**src/hw/if_pkg.sv**
```systemverilog
// shared types and select codes for the instruction fetch subsystem, imported by every block
package if_pkg;

  ////////////////////////////////////////////////////////////////////////////
  // data types
  ////////////////////////////////////////////////////////////////////////////

  typedef logic [31:0] addr_t;        // byte address
  typedef logic [31:0] instr_t;       // one instruction word
  typedef logic [3:0]  pc_mux_t;      // next pc source select
  typedef logic [1:0]  exc_pc_mux_t;  // trap kind select

  ////////////////////////////////////////////////////////////////////////////
  // next pc sources
  ////////////////////////////////////////////////////////////////////////////

  localparam pc_mux_t PC_BOOT      = 4'b0000;  // reset vector
  localparam pc_mux_t PC_FENCEI    = 4'b0001;  // refetch after fence.i
  localparam pc_mux_t PC_JUMP      = 4'b0010;  // jump resolved in ID
  localparam pc_mux_t PC_BRANCH    = 4'b0011;  // branch resolved in EX
  localparam pc_mux_t PC_EXCEPTION = 4'b0100;  // trap entry
  localparam pc_mux_t PC_MRET      = 4'b0101;  // return from machine trap
  localparam pc_mux_t PC_DRET      = 4'b0111;  // return from debug mode

  // trap kinds
  localparam exc_pc_mux_t EXC_PC_EXCEPTION = 2'b00;  // synchronous exception
  localparam exc_pc_mux_t EXC_PC_IRQ       = 2'b01;  // vectored interrupt
  localparam exc_pc_mux_t EXC_PC_DBD       = 2'b10;  // debug halt entry

  ////////////////////////////////////////////////////////////////////////////
  // sizing
  ////////////////////////////////////////////////////////////////////////////

  localparam int    IF_FIFO_DEPTH   = 4;      // default prefetch depth, power of two
  localparam int    MAX_OUTSTANDING = 2;      // bus requests in flight at most
  localparam addr_t WORD_BYTES      = 32'd4;  // one word step

endpackage

```
**src/hw/fetch_stream_if.sv**
```systemverilog
// fetch stream between prefetch buffer and IF pipe stage, carries redirects one way and words back
`timescale 1ns/10ps

interface fetch_stream_if import if_pkg::*; ();

  // redirect, owned by the pipe stage
  logic   branch;       // one cycle pulse, flushes the buffer
  addr_t  branch_addr;  // registered target, valid from the cycle after the pulse

  // word stream, owned by the buffer
  logic   fetch_valid;  // head of fifo holds a word
  instr_t fetch_rdata;  // head word
  addr_t  fetch_addr;   // pc of head word

  // pop strobe from the pipe stage
  logic   fetch_ready;  // word taken when valid and ready are both high

  // buffer side
  modport buf_mp (
    input  branch,
    input  branch_addr,
    input  fetch_ready,
    output fetch_valid,
    output fetch_rdata,
    output fetch_addr
  );

  // pipe stage side
  modport pipe_mp (
    output branch,
    output branch_addr,
    output fetch_ready,
    input  fetch_valid,
    input  fetch_rdata,
    input  fetch_addr
  );

endinterface

```
**src/hw/pc_target_sel.sv**
```systemverilog
// next fetch address selection with trap vector formation, purely combinational
`timescale 1ns/10ps

module pc_target_sel import if_pkg::*; (
  input  addr_t        boot_addr_i,         // reset vector, used as is
  input  addr_t        jump_target_id_i,    // jump from ID
  input  addr_t        jump_target_ex_i,    // branch from EX
  input  addr_t        mepc_i,              // machine trap return address
  input  addr_t        depc_i,              // debug return address
  input  addr_t        pc_i,                // pc of the fence.i
  input  logic [23:0]  m_trap_base_addr_i,  // mtvec upper bits
  input  logic [29:0]  dm_halt_addr_i,      // debug module halt word address
  input  logic [5:0]   m_exc_vec_pc_mux_i,  // interrupt vector number
  input  pc_mux_t      pc_mux_i,
  input  exc_pc_mux_t  exc_pc_mux_i,
  output addr_t        branch_target_o
);

  addr_t exc_pc;          // trap handler address
  logic  inputs_aligned;  // every plain address input on a word boundary

  ////////////////////////////////////////////////////////////////////////////
  // trap vector
  ////////////////////////////////////////////////////////////////////////////

  always_comb begin
    unique case (exc_pc_mux_i)
      EXC_PC_EXCEPTION: exc_pc = {m_trap_base_addr_i, 8'h00};  // all exceptions share the base
      EXC_PC_IRQ:       exc_pc = {m_trap_base_addr_i, m_exc_vec_pc_mux_i, 2'b00};  // base + 4*id
      EXC_PC_DBD:       exc_pc = {dm_halt_addr_i, 2'b00};
      default:          exc_pc = {m_trap_base_addr_i, 8'h00};
    endcase
  end

  ////////////////////////////////////////////////////////////////////////////
  // next pc mux
  ////////////////////////////////////////////////////////////////////////////

  always_comb begin
    unique case (pc_mux_i)
      PC_BOOT:      branch_target_o = boot_addr_i;
      PC_JUMP:      branch_target_o = jump_target_id_i;
      PC_BRANCH:    branch_target_o = jump_target_ex_i;
      PC_EXCEPTION: branch_target_o = exc_pc;
      PC_MRET:      branch_target_o = mepc_i;
      PC_DRET:      branch_target_o = depc_i;
      PC_FENCEI:    branch_target_o = pc_i + WORD_BYTES;  // refetch the next word
      default:      branch_target_o = boot_addr_i;        // unused codes fall back to boot
    endcase
  end

  // trap forms are aligned by construction, so only these matter
  assign inputs_aligned = (boot_addr_i[1:0] == 2'b00) &&
                          (jump_target_id_i[1:0] == 2'b00) &&
                          (jump_target_ex_i[1:0] == 2'b00) &&
                          (mepc_i[1:0] == 2'b00) &&
                          (depc_i[1:0] == 2'b00) &&
                          (pc_i[1:0] == 2'b00);

  // no clock here, so checked once the inputs settle
  always_comb begin
    if (inputs_aligned) begin
      a_target_aligned : assert final (branch_target_o[1:0] == 2'b00)
        else $error("next fetch address not word aligned, pc_mux %0h", pc_mux_i);
    end
  end

endmodule

```
**src/hw/prefetch_buffer.sv**
```systemverilog
// bus request engine and prefetch fifo, pairs each returned word with its fetch address
`timescale 1ns/10ps

module prefetch_buffer import if_pkg::*; #(
  parameter int FIFO_DEPTH = IF_FIFO_DEPTH  // words, power of two
) (
  input  logic           clk,
  input  logic           rst_n,
  input  logic           req_i,           // fetching enabled
  fetch_stream_if.buf_mp fs,
  output logic           instr_req_o,
  output addr_t          instr_addr_o,
  input  logic           instr_gnt_i,
  input  logic           instr_rvalid_i,
  input  instr_t         instr_rdata_i,
  output logic           busy_o
);

  localparam int PTR_W = (FIFO_DEPTH > 1) ? $clog2(FIFO_DEPTH) : 1;
  localparam int CNT_W = $clog2(FIFO_DEPTH + 1);

  // request side
  addr_t            addr_q;       // held or next sequential request address
  logic             hold_q;       // last request not granted, keep it up
  logic             redirect_q;   // next new request starts at branch_addr
  logic [1:0]       out_cnt_q;    // granted, no response yet
  logic [1:0]       out_cnt_d;
  logic [1:0]       disc_q;       // outstanding responses to throw away
  logic [1:0]       live_out;     // outstanding responses that will be kept
  logic             issue_ok;
  logic             granted;
  logic             stale_gnt;    // grant belongs to the old stream
  logic             new_stream;   // first request after a redirect goes out

  // response side
  logic             resp_drop;
  logic             resp_keep;
  addr_t            resp_addr_q;  // pc of the next kept response
  logic             push;
  logic             pop;

  // fifo storage
  instr_t           fifo_data [FIFO_DEPTH];
  addr_t            fifo_addr [FIFO_DEPTH];
  logic [PTR_W-1:0] wr_ptr_q;
  logic [PTR_W-1:0] rd_ptr_q;
  logic [CNT_W-1:0] fifo_cnt_q;
  logic [CNT_W:0]   level;        // buffered plus live in flight

  ////////////////////////////////////////////////////////////////////////////
  // request generation
  ////////////////////////////////////////////////////////////////////////////

  assign live_out = out_cnt_q - disc_q;
  assign level    = (CNT_W+1)'(fifo_cnt_q) + (CNT_W+1)'(live_out);

  // stop issuing once every fifo slot is spoken for
  assign issue_ok = req_i & ~fs.branch &
                    (out_cnt_q < MAX_OUTSTANDING) &
                    (level < FIFO_DEPTH);

  assign instr_req_o  = hold_q | issue_ok;  // an ungranted request never drops
  assign instr_addr_o = (redirect_q & ~hold_q) ? fs.branch_addr : addr_q;

  assign granted    = instr_req_o & instr_gnt_i;
  assign new_stream = instr_req_o & redirect_q & ~hold_q;
  // a held request overtaken by a branch still completes, its data is junk
  assign stale_gnt  = granted & (fs.branch | (hold_q & redirect_q));

  ////////////////////////////////////////////////////////////////////////////
  // response handling
  ////////////////////////////////////////////////////////////////////////////

  assign resp_drop = instr_rvalid_i & (disc_q != 2'd0);
  assign resp_keep = instr_rvalid_i & (disc_q == 2'd0) & ~fs.branch;
  assign push      = resp_keep;
  assign pop       = fs.fetch_valid & fs.fetch_ready & ~fs.branch;

  assign out_cnt_d = out_cnt_q + {1'b0, granted} - {1'b0, instr_rvalid_i};

  always_ff @(posedge clk or negedge rst_n) begin
    if (!rst_n) begin
      hold_q     <= 1'b0;
      redirect_q <= 1'b0;
      out_cnt_q  <= 2'd0;
      disc_q     <= 2'd0;
      wr_ptr_q   <= '0;
      rd_ptr_q   <= '0;
      fifo_cnt_q <= '0;
    end else begin
      hold_q    <= instr_req_o & ~instr_gnt_i;
      out_cnt_q <= out_cnt_d;
      if (fs.branch) begin
        redirect_q <= 1'b1;
        disc_q     <= out_cnt_d;  // everything still in flight is stale
        wr_ptr_q   <= '0;         // flush
        rd_ptr_q   <= '0;
        fifo_cnt_q <= '0;
      end else begin
        if (new_stream) begin
          redirect_q <= 1'b0;
        end
        disc_q     <= disc_q - {1'b0, resp_drop} + {1'b0, stale_gnt};
        if (push) begin
          wr_ptr_q <= wr_ptr_q + 1'b1;  // wraps, depth is a power of two
        end
        if (pop) begin
          rd_ptr_q <= rd_ptr_q + 1'b1;
        end
        fifo_cnt_q <= fifo_cnt_q + CNT_W'(push) - CNT_W'(pop);
      end
    end
  end

  // addresses and fifo payload
  always_ff @(posedge clk) begin
    if (instr_req_o) begin
      addr_q <= instr_gnt_i ? (instr_addr_o + WORD_BYTES) : instr_addr_o;
    end
    if (new_stream) begin
      resp_addr_q <= fs.branch_addr;           // first kept word is the target
    end else if (push) begin
      resp_addr_q <= resp_addr_q + WORD_BYTES;
    end
    if (push) begin
      fifo_data[wr_ptr_q] <= instr_rdata_i;
      fifo_addr[wr_ptr_q] <= resp_addr_q;
    end
  end

  assign fs.fetch_valid = (fifo_cnt_q != '0);
  assign fs.fetch_rdata = fifo_data[rd_ptr_q];
  assign fs.fetch_addr  = fifo_addr[rd_ptr_q];

  assign busy_o = (out_cnt_q != 2'd0) | fs.fetch_valid;

  ////////////////////////////////////////////////////////////////////////////
  // bus protocol checks
  ////////////////////////////////////////////////////////////////////////////

  a_rvalid_expected : assert property (@(posedge clk) disable iff (!rst_n)
    instr_rvalid_i |-> (out_cnt_q != 2'd0))
    else $error("rvalid with no request outstanding");

  a_addr_stable : assert property (@(posedge clk) disable iff (!rst_n)
    (instr_req_o && !instr_gnt_i) |=> (instr_req_o && $stable(instr_addr_o)))
    else $error("request dropped or address changed before grant");

endmodule

```
**src/hw/if_pipe.sv**
```systemverilog
// IF control FSM, redirect issue and the IF/ID register that feeds decode
`timescale 1ns/10ps

module if_pipe import if_pkg::*; (
  input  logic            clk,
  input  logic            rst_n,
  input  logic            req_i,                // core wants instructions
  input  logic            pc_set_i,             // redirect to branch_target_i
  input  addr_t           branch_target_i,      // from the target selector
  fetch_stream_if.pipe_mp fs,
  input  logic            halt_if_i,            // hold the stage
  input  logic            id_ready_i,           // decode can take a word
  input  logic            clear_instr_valid_i,  // kill the word in IF/ID
  output logic            instr_valid_id_o,
  output instr_t          instr_rdata_id_o,
  output addr_t           pc_id_o,
  output logic            perf_imiss_o          // no word for decode this cycle
);

  typedef enum logic {
    IDLE,  // nothing requested yet
    WAIT   // streaming from the buffer
  } fetch_state_e;

  fetch_state_e state_q, state_d;

  logic  branch;         // redirect pulse
  logic  valid;          // word available to ID
  logic  transfer;       // word moves into IF/ID
  addr_t branch_addr_q;  // target captured at the redirect

  ////////////////////////////////////////////////////////////////////////////
  // control FSM
  ////////////////////////////////////////////////////////////////////////////

  always_ff @(posedge clk or negedge rst_n) begin
    if (!rst_n) begin
      state_q <= IDLE;
    end else begin
      state_q <= state_d;
    end
  end

  always_comb begin
    state_d = state_q;
    branch  = 1'b0;
    valid   = 1'b0;

    unique case (state_q)
      IDLE: begin
        if (req_i) begin
          branch  = 1'b1;  // first fetch, boot target when selected
          state_d = WAIT;
        end
      end
      WAIT: begin
        valid = fs.fetch_valid;
      end
      default: begin
        state_d = IDLE;
      end
    endcase

    // redirect wins over everything, the head word is stale
    if (pc_set_i) begin
      valid   = 1'b0;
      branch  = 1'b1;
      state_d = WAIT;
    end
  end

  assign transfer = valid & id_ready_i & ~halt_if_i;

  assign fs.fetch_ready = transfer;
  assign fs.branch      = branch;
  assign fs.branch_addr = branch_addr_q;

  // buffer picks this up one cycle after the pulse
  always_ff @(posedge clk) begin
    if (branch) begin
      branch_addr_q <= branch_target_i;
    end
  end

  ////////////////////////////////////////////////////////////////////////////
  // IF/ID register
  ////////////////////////////////////////////////////////////////////////////

  always_ff @(posedge clk or negedge rst_n) begin
    if (!rst_n) begin
      instr_valid_id_o <= 1'b0;
    end else if (transfer) begin
      instr_valid_id_o <= 1'b1;
    end else if (clear_instr_valid_i) begin
      instr_valid_id_o <= 1'b0;  // new load beats the clear
    end
  end

  always_ff @(posedge clk) begin
    if (transfer) begin
      instr_rdata_id_o <= fs.fetch_rdata;
      pc_id_o          <= fs.fetch_addr;
    end
  end

  assign perf_imiss_o = ~fs.fetch_valid | branch;

  // decode stalled, so word and pc stay put
  a_ifid_hold : assert property (@(posedge clk) disable iff (!rst_n)
    (!id_ready_i && instr_valid_id_o) |=>
      ($stable(instr_rdata_id_o) && $stable(pc_id_o)))
    else $error("IF/ID register changed while decode stalled");

endmodule

```
**src/hw/fetch_unit.sv**
```systemverilog
// instruction fetch top level, wires target selector, prefetch buffer and IF stage to plain ports
`timescale 1ns/10ps

module fetch_unit import if_pkg::*; #(
  parameter int FIFO_DEPTH = IF_FIFO_DEPTH  // prefetch words
) (
  input  logic         clk,
  input  logic         rst_n,

  // target selection
  input  addr_t        boot_addr_i,
  input  addr_t        jump_target_id_i,
  input  addr_t        jump_target_ex_i,
  input  addr_t        mepc_i,
  input  addr_t        depc_i,
  input  addr_t        pc_i,
  input  logic [23:0]  m_trap_base_addr_i,
  input  logic [29:0]  dm_halt_addr_i,
  input  logic [5:0]   m_exc_vec_pc_mux_i,
  input  pc_mux_t      pc_mux_i,
  input  exc_pc_mux_t  exc_pc_mux_i,
  output addr_t        branch_target_o,

  // control
  input  logic         req_i,
  input  logic         pc_set_i,
  input  logic         halt_if_i,
  input  logic         id_ready_i,
  input  logic         clear_instr_valid_i,

  // instruction bus
  output logic         instr_req_o,
  output addr_t        instr_addr_o,
  input  logic         instr_gnt_i,
  input  logic         instr_rvalid_i,
  input  instr_t       instr_rdata_i,

  // to decode
  output logic         instr_valid_id_o,
  output instr_t       instr_rdata_id_o,
  output addr_t        pc_id_o,

  // status
  output logic         if_busy_o,
  output logic         perf_imiss_o
);

  fetch_stream_if fs ();  // buffer to pipe stage

  pc_target_sel u_target (
    .boot_addr_i        (boot_addr_i),
    .jump_target_id_i   (jump_target_id_i),
    .jump_target_ex_i   (jump_target_ex_i),
    .mepc_i             (mepc_i),
    .depc_i             (depc_i),
    .pc_i               (pc_i),
    .m_trap_base_addr_i (m_trap_base_addr_i),
    .dm_halt_addr_i     (dm_halt_addr_i),
    .m_exc_vec_pc_mux_i (m_exc_vec_pc_mux_i),
    .pc_mux_i           (pc_mux_i),
    .exc_pc_mux_i       (exc_pc_mux_i),
    .branch_target_o    (branch_target_o)
  );

  prefetch_buffer #(
    .FIFO_DEPTH (FIFO_DEPTH)
  ) u_prefetch (
    .clk            (clk),
    .rst_n          (rst_n),
    .req_i          (req_i),
    .fs             (fs.buf_mp),
    .instr_req_o    (instr_req_o),
    .instr_addr_o   (instr_addr_o),
    .instr_gnt_i    (instr_gnt_i),
    .instr_rvalid_i (instr_rvalid_i),
    .instr_rdata_i  (instr_rdata_i),
    .busy_o         (if_busy_o)
  );

  if_pipe u_if_pipe (
    .clk                 (clk),
    .rst_n               (rst_n),
    .req_i               (req_i),
    .pc_set_i            (pc_set_i),
    .branch_target_i     (branch_target_o),  // same net that leaves the top
    .fs                  (fs.pipe_mp),
    .halt_if_i           (halt_if_i),
    .id_ready_i          (id_ready_i),
    .clear_instr_valid_i (clear_instr_valid_i),
    .instr_valid_id_o    (instr_valid_id_o),
    .instr_rdata_id_o    (instr_rdata_id_o),
    .pc_id_o             (pc_id_o),
    .perf_imiss_o        (perf_imiss_o)
  );

endmodule

```
**config.mk**
```make
export PLATFORM = sky130hd
export DESIGN_NAME = fetch_unit
export DESIGN_NICKNAME = d
export VERILOG_FILES = /design/src/hw/if_pkg.sv /design/src/hw/fetch_stream_if.sv /design/src/hw/pc_target_sel.sv /design/src/hw/prefetch_buffer.sv /design/src/hw/if_pipe.sv /design/src/hw/fetch_unit.sv
export SDC_FILE = /design/constraint.sdc
export NUM_CORES = 1
export LEC_CHECK = 0
export ABC_AREA = 0
export BUFFER_PORTS_ARGS = -buffer_cell sky130_fd_sc_hd__buf_2
export CORE_ASPECT_RATIO = 0.9
export CORE_MARGIN = 2
export CORE_UTILIZATION = 35
export CTS_CLUSTER_DIAMETER = 200
export DETAILED_ROUTE_END_ITERATION = 12
export MAX_ROUTING_LAYER = met4
export PLACE_DENSITY = 0.58
export SYNTH_ARGS = -nofsm -noshare
export SYNTH_HDL_FRONTEND = slang
export SYNTH_SLANG_ARGS = --single-unit
```
**constraint.sdc**
```tcl
create_clock -name clk -period 7.9 [get_ports clk]
set_input_delay 1.58 -clock clk [delete_from_list [all_inputs] [get_ports clk]]
set_output_delay 1.58 -clock clk [all_outputs]
set_load 0.02 [all_outputs]
```
==> results of run 1 <==
[cell usage in the layout, fill, tap and decap left out, drive strengths merged, types with 16 or more instances in the layout]
| cell type | netlist | layout |
|---|---|---|
| buf | 26 | 451 |
| ha | 17 | 17 |
| a21oi | 38 | 38 |
| xor2 | 47 | 47 |
| a22o | 17 | 17 |
| mux2i | 36 | 36 |
| clkbuf | 35 | 58 |
| mux2 | 28 | 28 |
| nand3 | 38 | 38 |
| xnor2 | 49 | 49 |
| edfxtp | 416 | 416 |
| a221oi | 16 | 16 |
| nand4 | 16 | 16 |
| nand2 | 98 | 98 |
| o21ai | 33 | 33 |
| clkinv | 0 | 17 |
| inv | 28 | 32 |
| mux4 | 64 | 64 |
| o22ai | 17 | 17 |
| nor2 | 78 | 78 |
| a22oi | 45 | 45 |
[kinds of logic (layout without fill, tap and decap cells)]
family | after synthesis | after routing | share of synthesized area
flops | 431 | 431 | 0.663
other cells | 0 | 14 | 0
fa+ha+maj | 18 | 18 | 0.0120
buf+inv | 89 | 568 | 0.0199
mux | 128 | 128 | 0.111
compound gates | 196 | 196 | 0.0692
xor+xnor | 96 | 96 | 0.0433
simple gates | 313 | 313 | 0.0812
[layer usage]
| metal | track usage | vias to the layer above | part of all wire |
|---|---|---|---|
| met5 | - | - | 0 |
| met4 | 0.133 | 0 | 0.066 |
| met3 | 0.0461 | 152 | 0.058 |
| met2 | 0.391 | 488 | 0.50 |
| met1 | 0.253 | 6395 | 0.38 |
| li1 | - | 5878 | - |
[path summary, 6_finish.rpt]
path                                                        start                                      to  slack, ps
setup / recovery                                      pc_mux_i[2]                     branch_target_o[13]       2120
setup reg to reg                      u_prefetch.hold_q$_DFF_PN0_         u_prefetch.addr_q[31]$_DFFE_PN_       4820
min in group asynchronous                                   rst_n             u_if_pipe.state_q$_DFF_PN0_        890
hold / removal             u_if_pipe.instr_valid_id_o$_DFFE_PN0P_  u_if_pipe.instr_valid_id_o$_DFFE_PN0P_        490
hold reg to reg            u_if_pipe.instr_valid_id_o$_DFFE_PN0P_  u_if_pipe.instr_valid_id_o$_DFFE_PN0P_        490
max in group asynchronous                                   rst_n      u_prefetch.rd_ptr_q[0]$_DFFE_PN0P_       6690
[flip-flops by register name, summed over array words and instances, names as in the netlist]
name	cells
u_prefetch.out_cnt_q	2
u_prefetch.resp_addr_q	32
u_prefetch.addr_q	32
u_if_pipe.instr_valid_id_o	1
u_prefetch.wr_ptr_q	2
u_if_pipe.state_q	1
u_if_pipe.pc_id_o	32
u_prefetch.redirect_q	1
u_prefetch.disc_q	2
u_if_pipe.instr_rdata_id_o	32
u_prefetch.fifo_addr	128
u_prefetch.fifo_cnt_q	3
u_prefetch.fifo_data	128
u_prefetch.rd_ptr_q	2
u_if_pipe.fs.branch_addr	32
u_prefetch.hold_q	1
[stage by stage]
step           cells  utilization
5_1_grt         2465        0.441
3_3_place_gp    2366        0.410
4_1_cts         2455        0.441
6_report        2469        0.441
2_1_floorplan   1271            -
3_5_place_dp    2366        0.410
[layout make-up]
class,instances,area [µm²]
well taps,705,882
clock inverters,31,402
fillers,5052,30500
multi-input cells,751,6210
flip-flops and latches,431,12900
clock buffers,58,1260
diodes,14,35.0
repair buffers,451,2310
inverters,28,105
[power by group through the flow]
stage          clock network (mW)  logic [mW]  registers [mW]
2_1_floorplan                   0       0.739            2.99
3_3_place_gp                    0        1.15            3.01
3_5_place_dp                    0        1.16            3.03
4_1_cts                      2.40        1.17            2.98
5_1_grt                      2.49        1.25            3.00
6_report                     2.34        1.15            2.98
==> impl_results.md, run 1 <==
* Status: finished clean
* Via/cell ratio at 5.23
* Largest net degree at the start of global routing at 65
* PwrDens at ~270 mW/mm²
* Final net count at about 2k
* Worst slew pin tran at 1140 ps
* Worst VDD drop at 0.000141 V
* Die area at 0.0574 mm²
* Total GRT Usage at 0.230
* Setup violations, final at 0
* Placed cell area at between 0.02 and 0.025 mm²
* Hold Path Cell Cnt at 1
* Startpoint types: primary input
* PostCTS Resize Cnt at 0
* Die height at around 230 µm
* List of most frequent post-synthesis cells: edfxtp_1 (416), nand2_1 (98), nor2_1 (78), mux4_2 (64), xnor2_1 (49)
* Final antenna-violating net count at 0
* Slowest cell on crit path: nor2_1
* Clock tree buffer depth at 3
* Final Max Slew Viols at 0
* Initial antenna violation count at 20
* Cell row count at slightly above 80
* Asr flop ratio synth at 0.0348
* Worst setup margin at 2120 ps
* CTS sink cnt at ~430
* Netlist cell types at 70
* Mapped cell area at around 0.019 mm²
* Pre-CTS setup slack at approximately 2100 ps
* Required time worst endpoint at around 6300 ps
* IO buf count at 430
* EDFF count, synth at roughly 420
* Area grow syn2layout at 24.0%
* Power, Total at between 6 and 7 mW
* Comb power frac at 0.178
* DP HPWL at roughly 49000 µm
* #FFs+latches synth at about 430
* DRT Wirelength at 64400 µm
* Post-synth top area share at 0.644
* Sequential power share at 0.460
* Pint at 4.65 mW
* Initial core utilization at 0.356
* Top_reg_cell synth: edfxtp_1
* Top delay family on crit path: simple AND/OR/NAND/NOR gates
* Leakage at ~8.6 nW
* Switching share of power at 0.281
* Synth warnings at 0
* Cell depth of the worst setup path at 8
* P_sw at roughly 1.8 mW
* Post-CTS Setup Bufs at 0
* Post-Syn Instances at 1271
* CP max stage delay at about 910 ps
* CP cell instances: buf_2 -> inv_1 -> nor2_1 -> a22oi_1 -> nor2_1 -> a211oi_1 -> o21ai_1 -> buf_2
* Min Hold Slack at around 490 ps
* Count leader, synth: edfxtp_1
* Synth area leaders: edfxtp_1 (64%), mux4_2 (7.4%), xnor2_1 (2.2%)
* Crit path buffers/inverters at 3
* Worst-path clk slew at approximately 60 ps
* Core ar. at ~0.055 mm²
* Crit Path Class: primary input to output pin
* Min Tclk post-route at slightly below 6000 ps
* Relative slew slack at 0.234
* Final Hold Viols at 0
* GRT Residual Overflow at 0
* DRT Pass-1 Iters at 5
* Max cap viols at 0
* Inserted Clock Buffers at 48
* Worst reg2reg path depth at 7
* Ports at between 400 and 500
* Worst-Skew Late Latency at a little under 600 ps
* Tcrit/Tclk final at 0.732
* Hold Crit Class: flop to flop
* TritonCTS clock tree: yes
* Setup TNS at 0 ps
* DR WL/cell at roughly 26 µm
* Syn nets at roughly 1.6k
* Crit end category: output pin
* Syn avg cell area at between 15 and 20 µm²
* RSZ-0062 raised after global routing: no
* Die Wd at approximately 250 µm
* Number of global-route vias before repair at 13.6k
* Max Clock Skew at ~30 ps
* H-tree depth at 2
* Power share of the clock group at 0.362
* Drt drc at 0
* Max FO, Critical Path at 26
* Final Wtd Congestion at between 0.9 and 1
* Largest area contributor in the netlist: edfxtp_1
* Root buf cell: clkbuf_16
* Design area at 0.0241 mm²
* First-pass GRT wire length at 91400 µm
* Hold_buf cts at 0
* Sequential share of the synthesized area at 0.663
* Routed via count at around 13k
* Layout cells sized above 1 at 0.369
* 1st-iter DRT viols at about 650
* Maximum clock frequency at approximately 0.17 GHz
* Crit path DAT at around 4200 ps
Note: power is estimated with default switching activity, not from simulation.
==> run 2, diff against run 1 <==
ABC_AREA = 1   (was 0)
PLACE_DENSITY = 0.57   (was 0.58)
clock period = 5.3 ns   (was 7.9 ns; I/O delays follow)
==> run 2 against run 1 <==
Effect of this change:
- sequential cell count unchanged
- setup slack worse by 1100 ps
- global-route usage up 1.8 points
- first-iteration DRC count up 90%
- total power up 49%
- synthesized cell count up 66%
- largest power group unchanged
==> impl_results.md, run 2 <==
* Largest net degree at the start of global routing at 88
* Top_reg_cell synth: edfxtp_1
* DRT Pass-1 Iters at 5
* Post-synthesis adder-cell area fraction at 0.0113
* Final Max Slew Viols at 0
* DP HPWL at approximately 56000 µm
* Routed via count at approximately 17k
* Pre-CTS setup slack at roughly 1000 ps
* Most frequent cells in the layout: nand2_1 (521), buf_2 (430), edfxtp_1 (416)
* Worst setup margin at a little over 1000 ps
* Mux contribution to synthesized area at 0
* Status: finished clean
* PostCTS Resize Cnt at 0
* FF-to-FF End: u_prefetch.addr_q[18]$_DFFE_PN_
* Crit path from: pc_mux_i[3]
* Initial core utilization at 0.354
* Worst-Skew Late Latency at between 500 and 600 ps
* Setup violations, final at 0
* Root buf cell: clkbuf_16
* Tcrit/Tclk final at 0.809
* Post-Synth Simple-Gate Area at 0.210
* Initial antenna violation count at 12
* Syn nets at about 2.4k
* Post-Syn Instances at roughly 2.1k
* DR WL/cell at ~22 µm
* Worst VDD drop at 0.000255 V
* Cell row count at 84
* Required time worst endpoint at 4240 ps
* List of most frequent post-synthesis cells: nand2_1 (521), edfxtp_1 (416), nor2_1 (282), o21ai_0 (175), inv_1 (168)
* First-pass GRT wire length at 108000 µm
* Compound-Gate Fraction of Synth Area at 0.0903
* Non-filler cells, final at ~3.4k
* Most common cell after layout, fill and taps aside: nand2_1
* DRT Wirelength at roughly 74000 µm
* Mapped cell area at ~0.021 mm²
* Syn avg cell area at a little under 10 µm²
* Largest family of logic cells by synthesized area: simple AND/OR/NAND/NOR gates
* Die Wd at 260 µm
* Post-Synth XOR/XNOR Area at 0.0157
* Crit end category: output pin
* GRT Residual Overflow at 0
* Max Clock Skew at between 20 and 25 ps
* Maximum clock frequency at ~0.23 GHz
* TritonCTS clock tree: yes
* RSZ-0062 raised after global routing: no
* Min Hold Slack at between 400 and 500 ps
* IO buf count at between 400 and 500
* Worst slew pin tran at 1040 ps
* 1st-iter DRT viols at 1240
* Hold_buf cts at 0
* Core ar. at about 0.058 mm²
* Hold Crit Class: primary input to asynchronous set/reset pin
* FF-to-FF Start: u_prefetch.redirect_q$_DFFE_PN0P_
* Final net count at approximately 2.9k
* CTS sink cnt at 431
* Crit Path Class: primary input to output pin
* Largest regs: u_prefetch.fifo_addr x128, u_prefetch.fifo_data x128
* Placed cell area at around 0.024 mm²
* Inserted Clock Buffers at 46
* Final Wtd Congestion at just over 1
* Number of global-route vias before repair at 16.9k
* R2r setup slk at around 2200 ps
* Count leader, synth: nand2_1
* Post-synth top area share at 0.605
* Worst-path clk slew at roughly 60 ps
* Clock tree buffer depth at 3
* Synth warnings at 0
* Min Tclk post-route at 4290 ps
* EDFF count, synth at around 420
* Max cap viols at 0
* Post-CTS Setup Bufs at 0
* Drt drc at 0
* Design area at between 0.02 and 0.03 mm²
* #FFs+latches synth at around 430
* Synth area leaders: edfxtp_1 (61%), nand2_1 (9.5%), nor2_1 (5.1%)
* Netlist cell types at 45
* Worst reg2reg path depth at 12
* Leakage at between 10 and 15 nW
* PwrDens at ~380 mW/mm²
* Total GRT Usage at 0.248
* Die height at about 230 µm
* Placed Cells at between 3k and 4k
* Final antenna-violating net count at 0
* Die area at between 0.06 and 0.07 mm²
* Asr flop ratio synth at 0.0348
* Ports at 431
* Max FO, Critical Path at 30
* Final Hold Viols at 0
* Sequential share of the synthesized area at 0.624
* Setup TNS at 0 ps
* Layout cells sized above 1 at 0.231
* Crit path DAT at between 3000 and 4000 ps
* H-tree depth at 2
* Via/cell ratio at 5.05
* Power, Total at about 9.6 mW
* Relative slew slack at 0.306
* Startpoint types: primary input
* Largest area contributor in the netlist: edfxtp_1
* Area grow syn2layout at 22.5%
* Util after Layout at 0.433
-- run 2: cell types whose count changed after synthesis, moves of 29 or more --
cell      change
mux2i_1      -31
nand2_1     +423
nor2_1      +204
o21ai_0     +164
xnor2_1      -30
xor2_1       -29
nor3_1       +34
mux4_2       -64
clkbuf_1     +31
inv_1       +141
nand3_1      +69
a22oi_1      -44
o22ai_1      +49
-- run 2: power breakdown --
part | internal [mW] | switching, mW
Clock | 1.89 | 1.34
Combinational | 0.575 | 1.40
Sequential | 4.19 | 0.228
-- run 2: layer usage --
layer | track usage | part of all wire
met1 | 0.283 | 0.40
met2 | 0.430 | 0.50
met3 | 0.0473 | 0.061
met4 | 0.0970 | 0.039
met5 | - | 0
-- run 2: cells by family (layout without fill, tap and decap cells) --
kind of cell / Yosys count / in the layout
AO/OA/AOI/OAI: 336 / 336
XOR/XNOR: 37 / 37
adder cells (fa/ha/maj): 18 / 18
buffers and inverters: 258 / 717
flip-flops: 431 / 431
other: 0 / 14
AND/OR/NAND/NOR: 1034 / 1034
-- run 2: critical path, cell delays in order --
cell     delay [ps]
buf_2           130
nor2_1          180
o21ai_0         110
nand2_1          80
buf_4           330
buf_4           300
nand2_1         130
nor3_1          410
a21oi_1         250
buf_2           230
-- run 2: final cells by class --
class	count	area [µm²]
repair buffers	460	2410
diodes	14	35.0
fillers	5786	33000
well taps	774	968
multi-input cells	1425	6810
inverters	174	654
clock inverters	28	277
flip-flops and latches	431	12900
clock buffers	55	1250
-- run 2: worst max-delay path by stage --
stage | slack (ps) | endpoint | cells after the start
finish | 1010 | branch_target_o[24] | 10
global route | 900 | branch_target_o[14] | 10
CTS | 1010 | branch_target_o[14] | 9
detailed placement | 1010 | branch_target_o[14] | 9
global placement | 1030 | branch_target_o[14] | 10
floorplan | -230 | u_prefetch.fifo_addr[0][0]$_DFFE_PP_ | 6
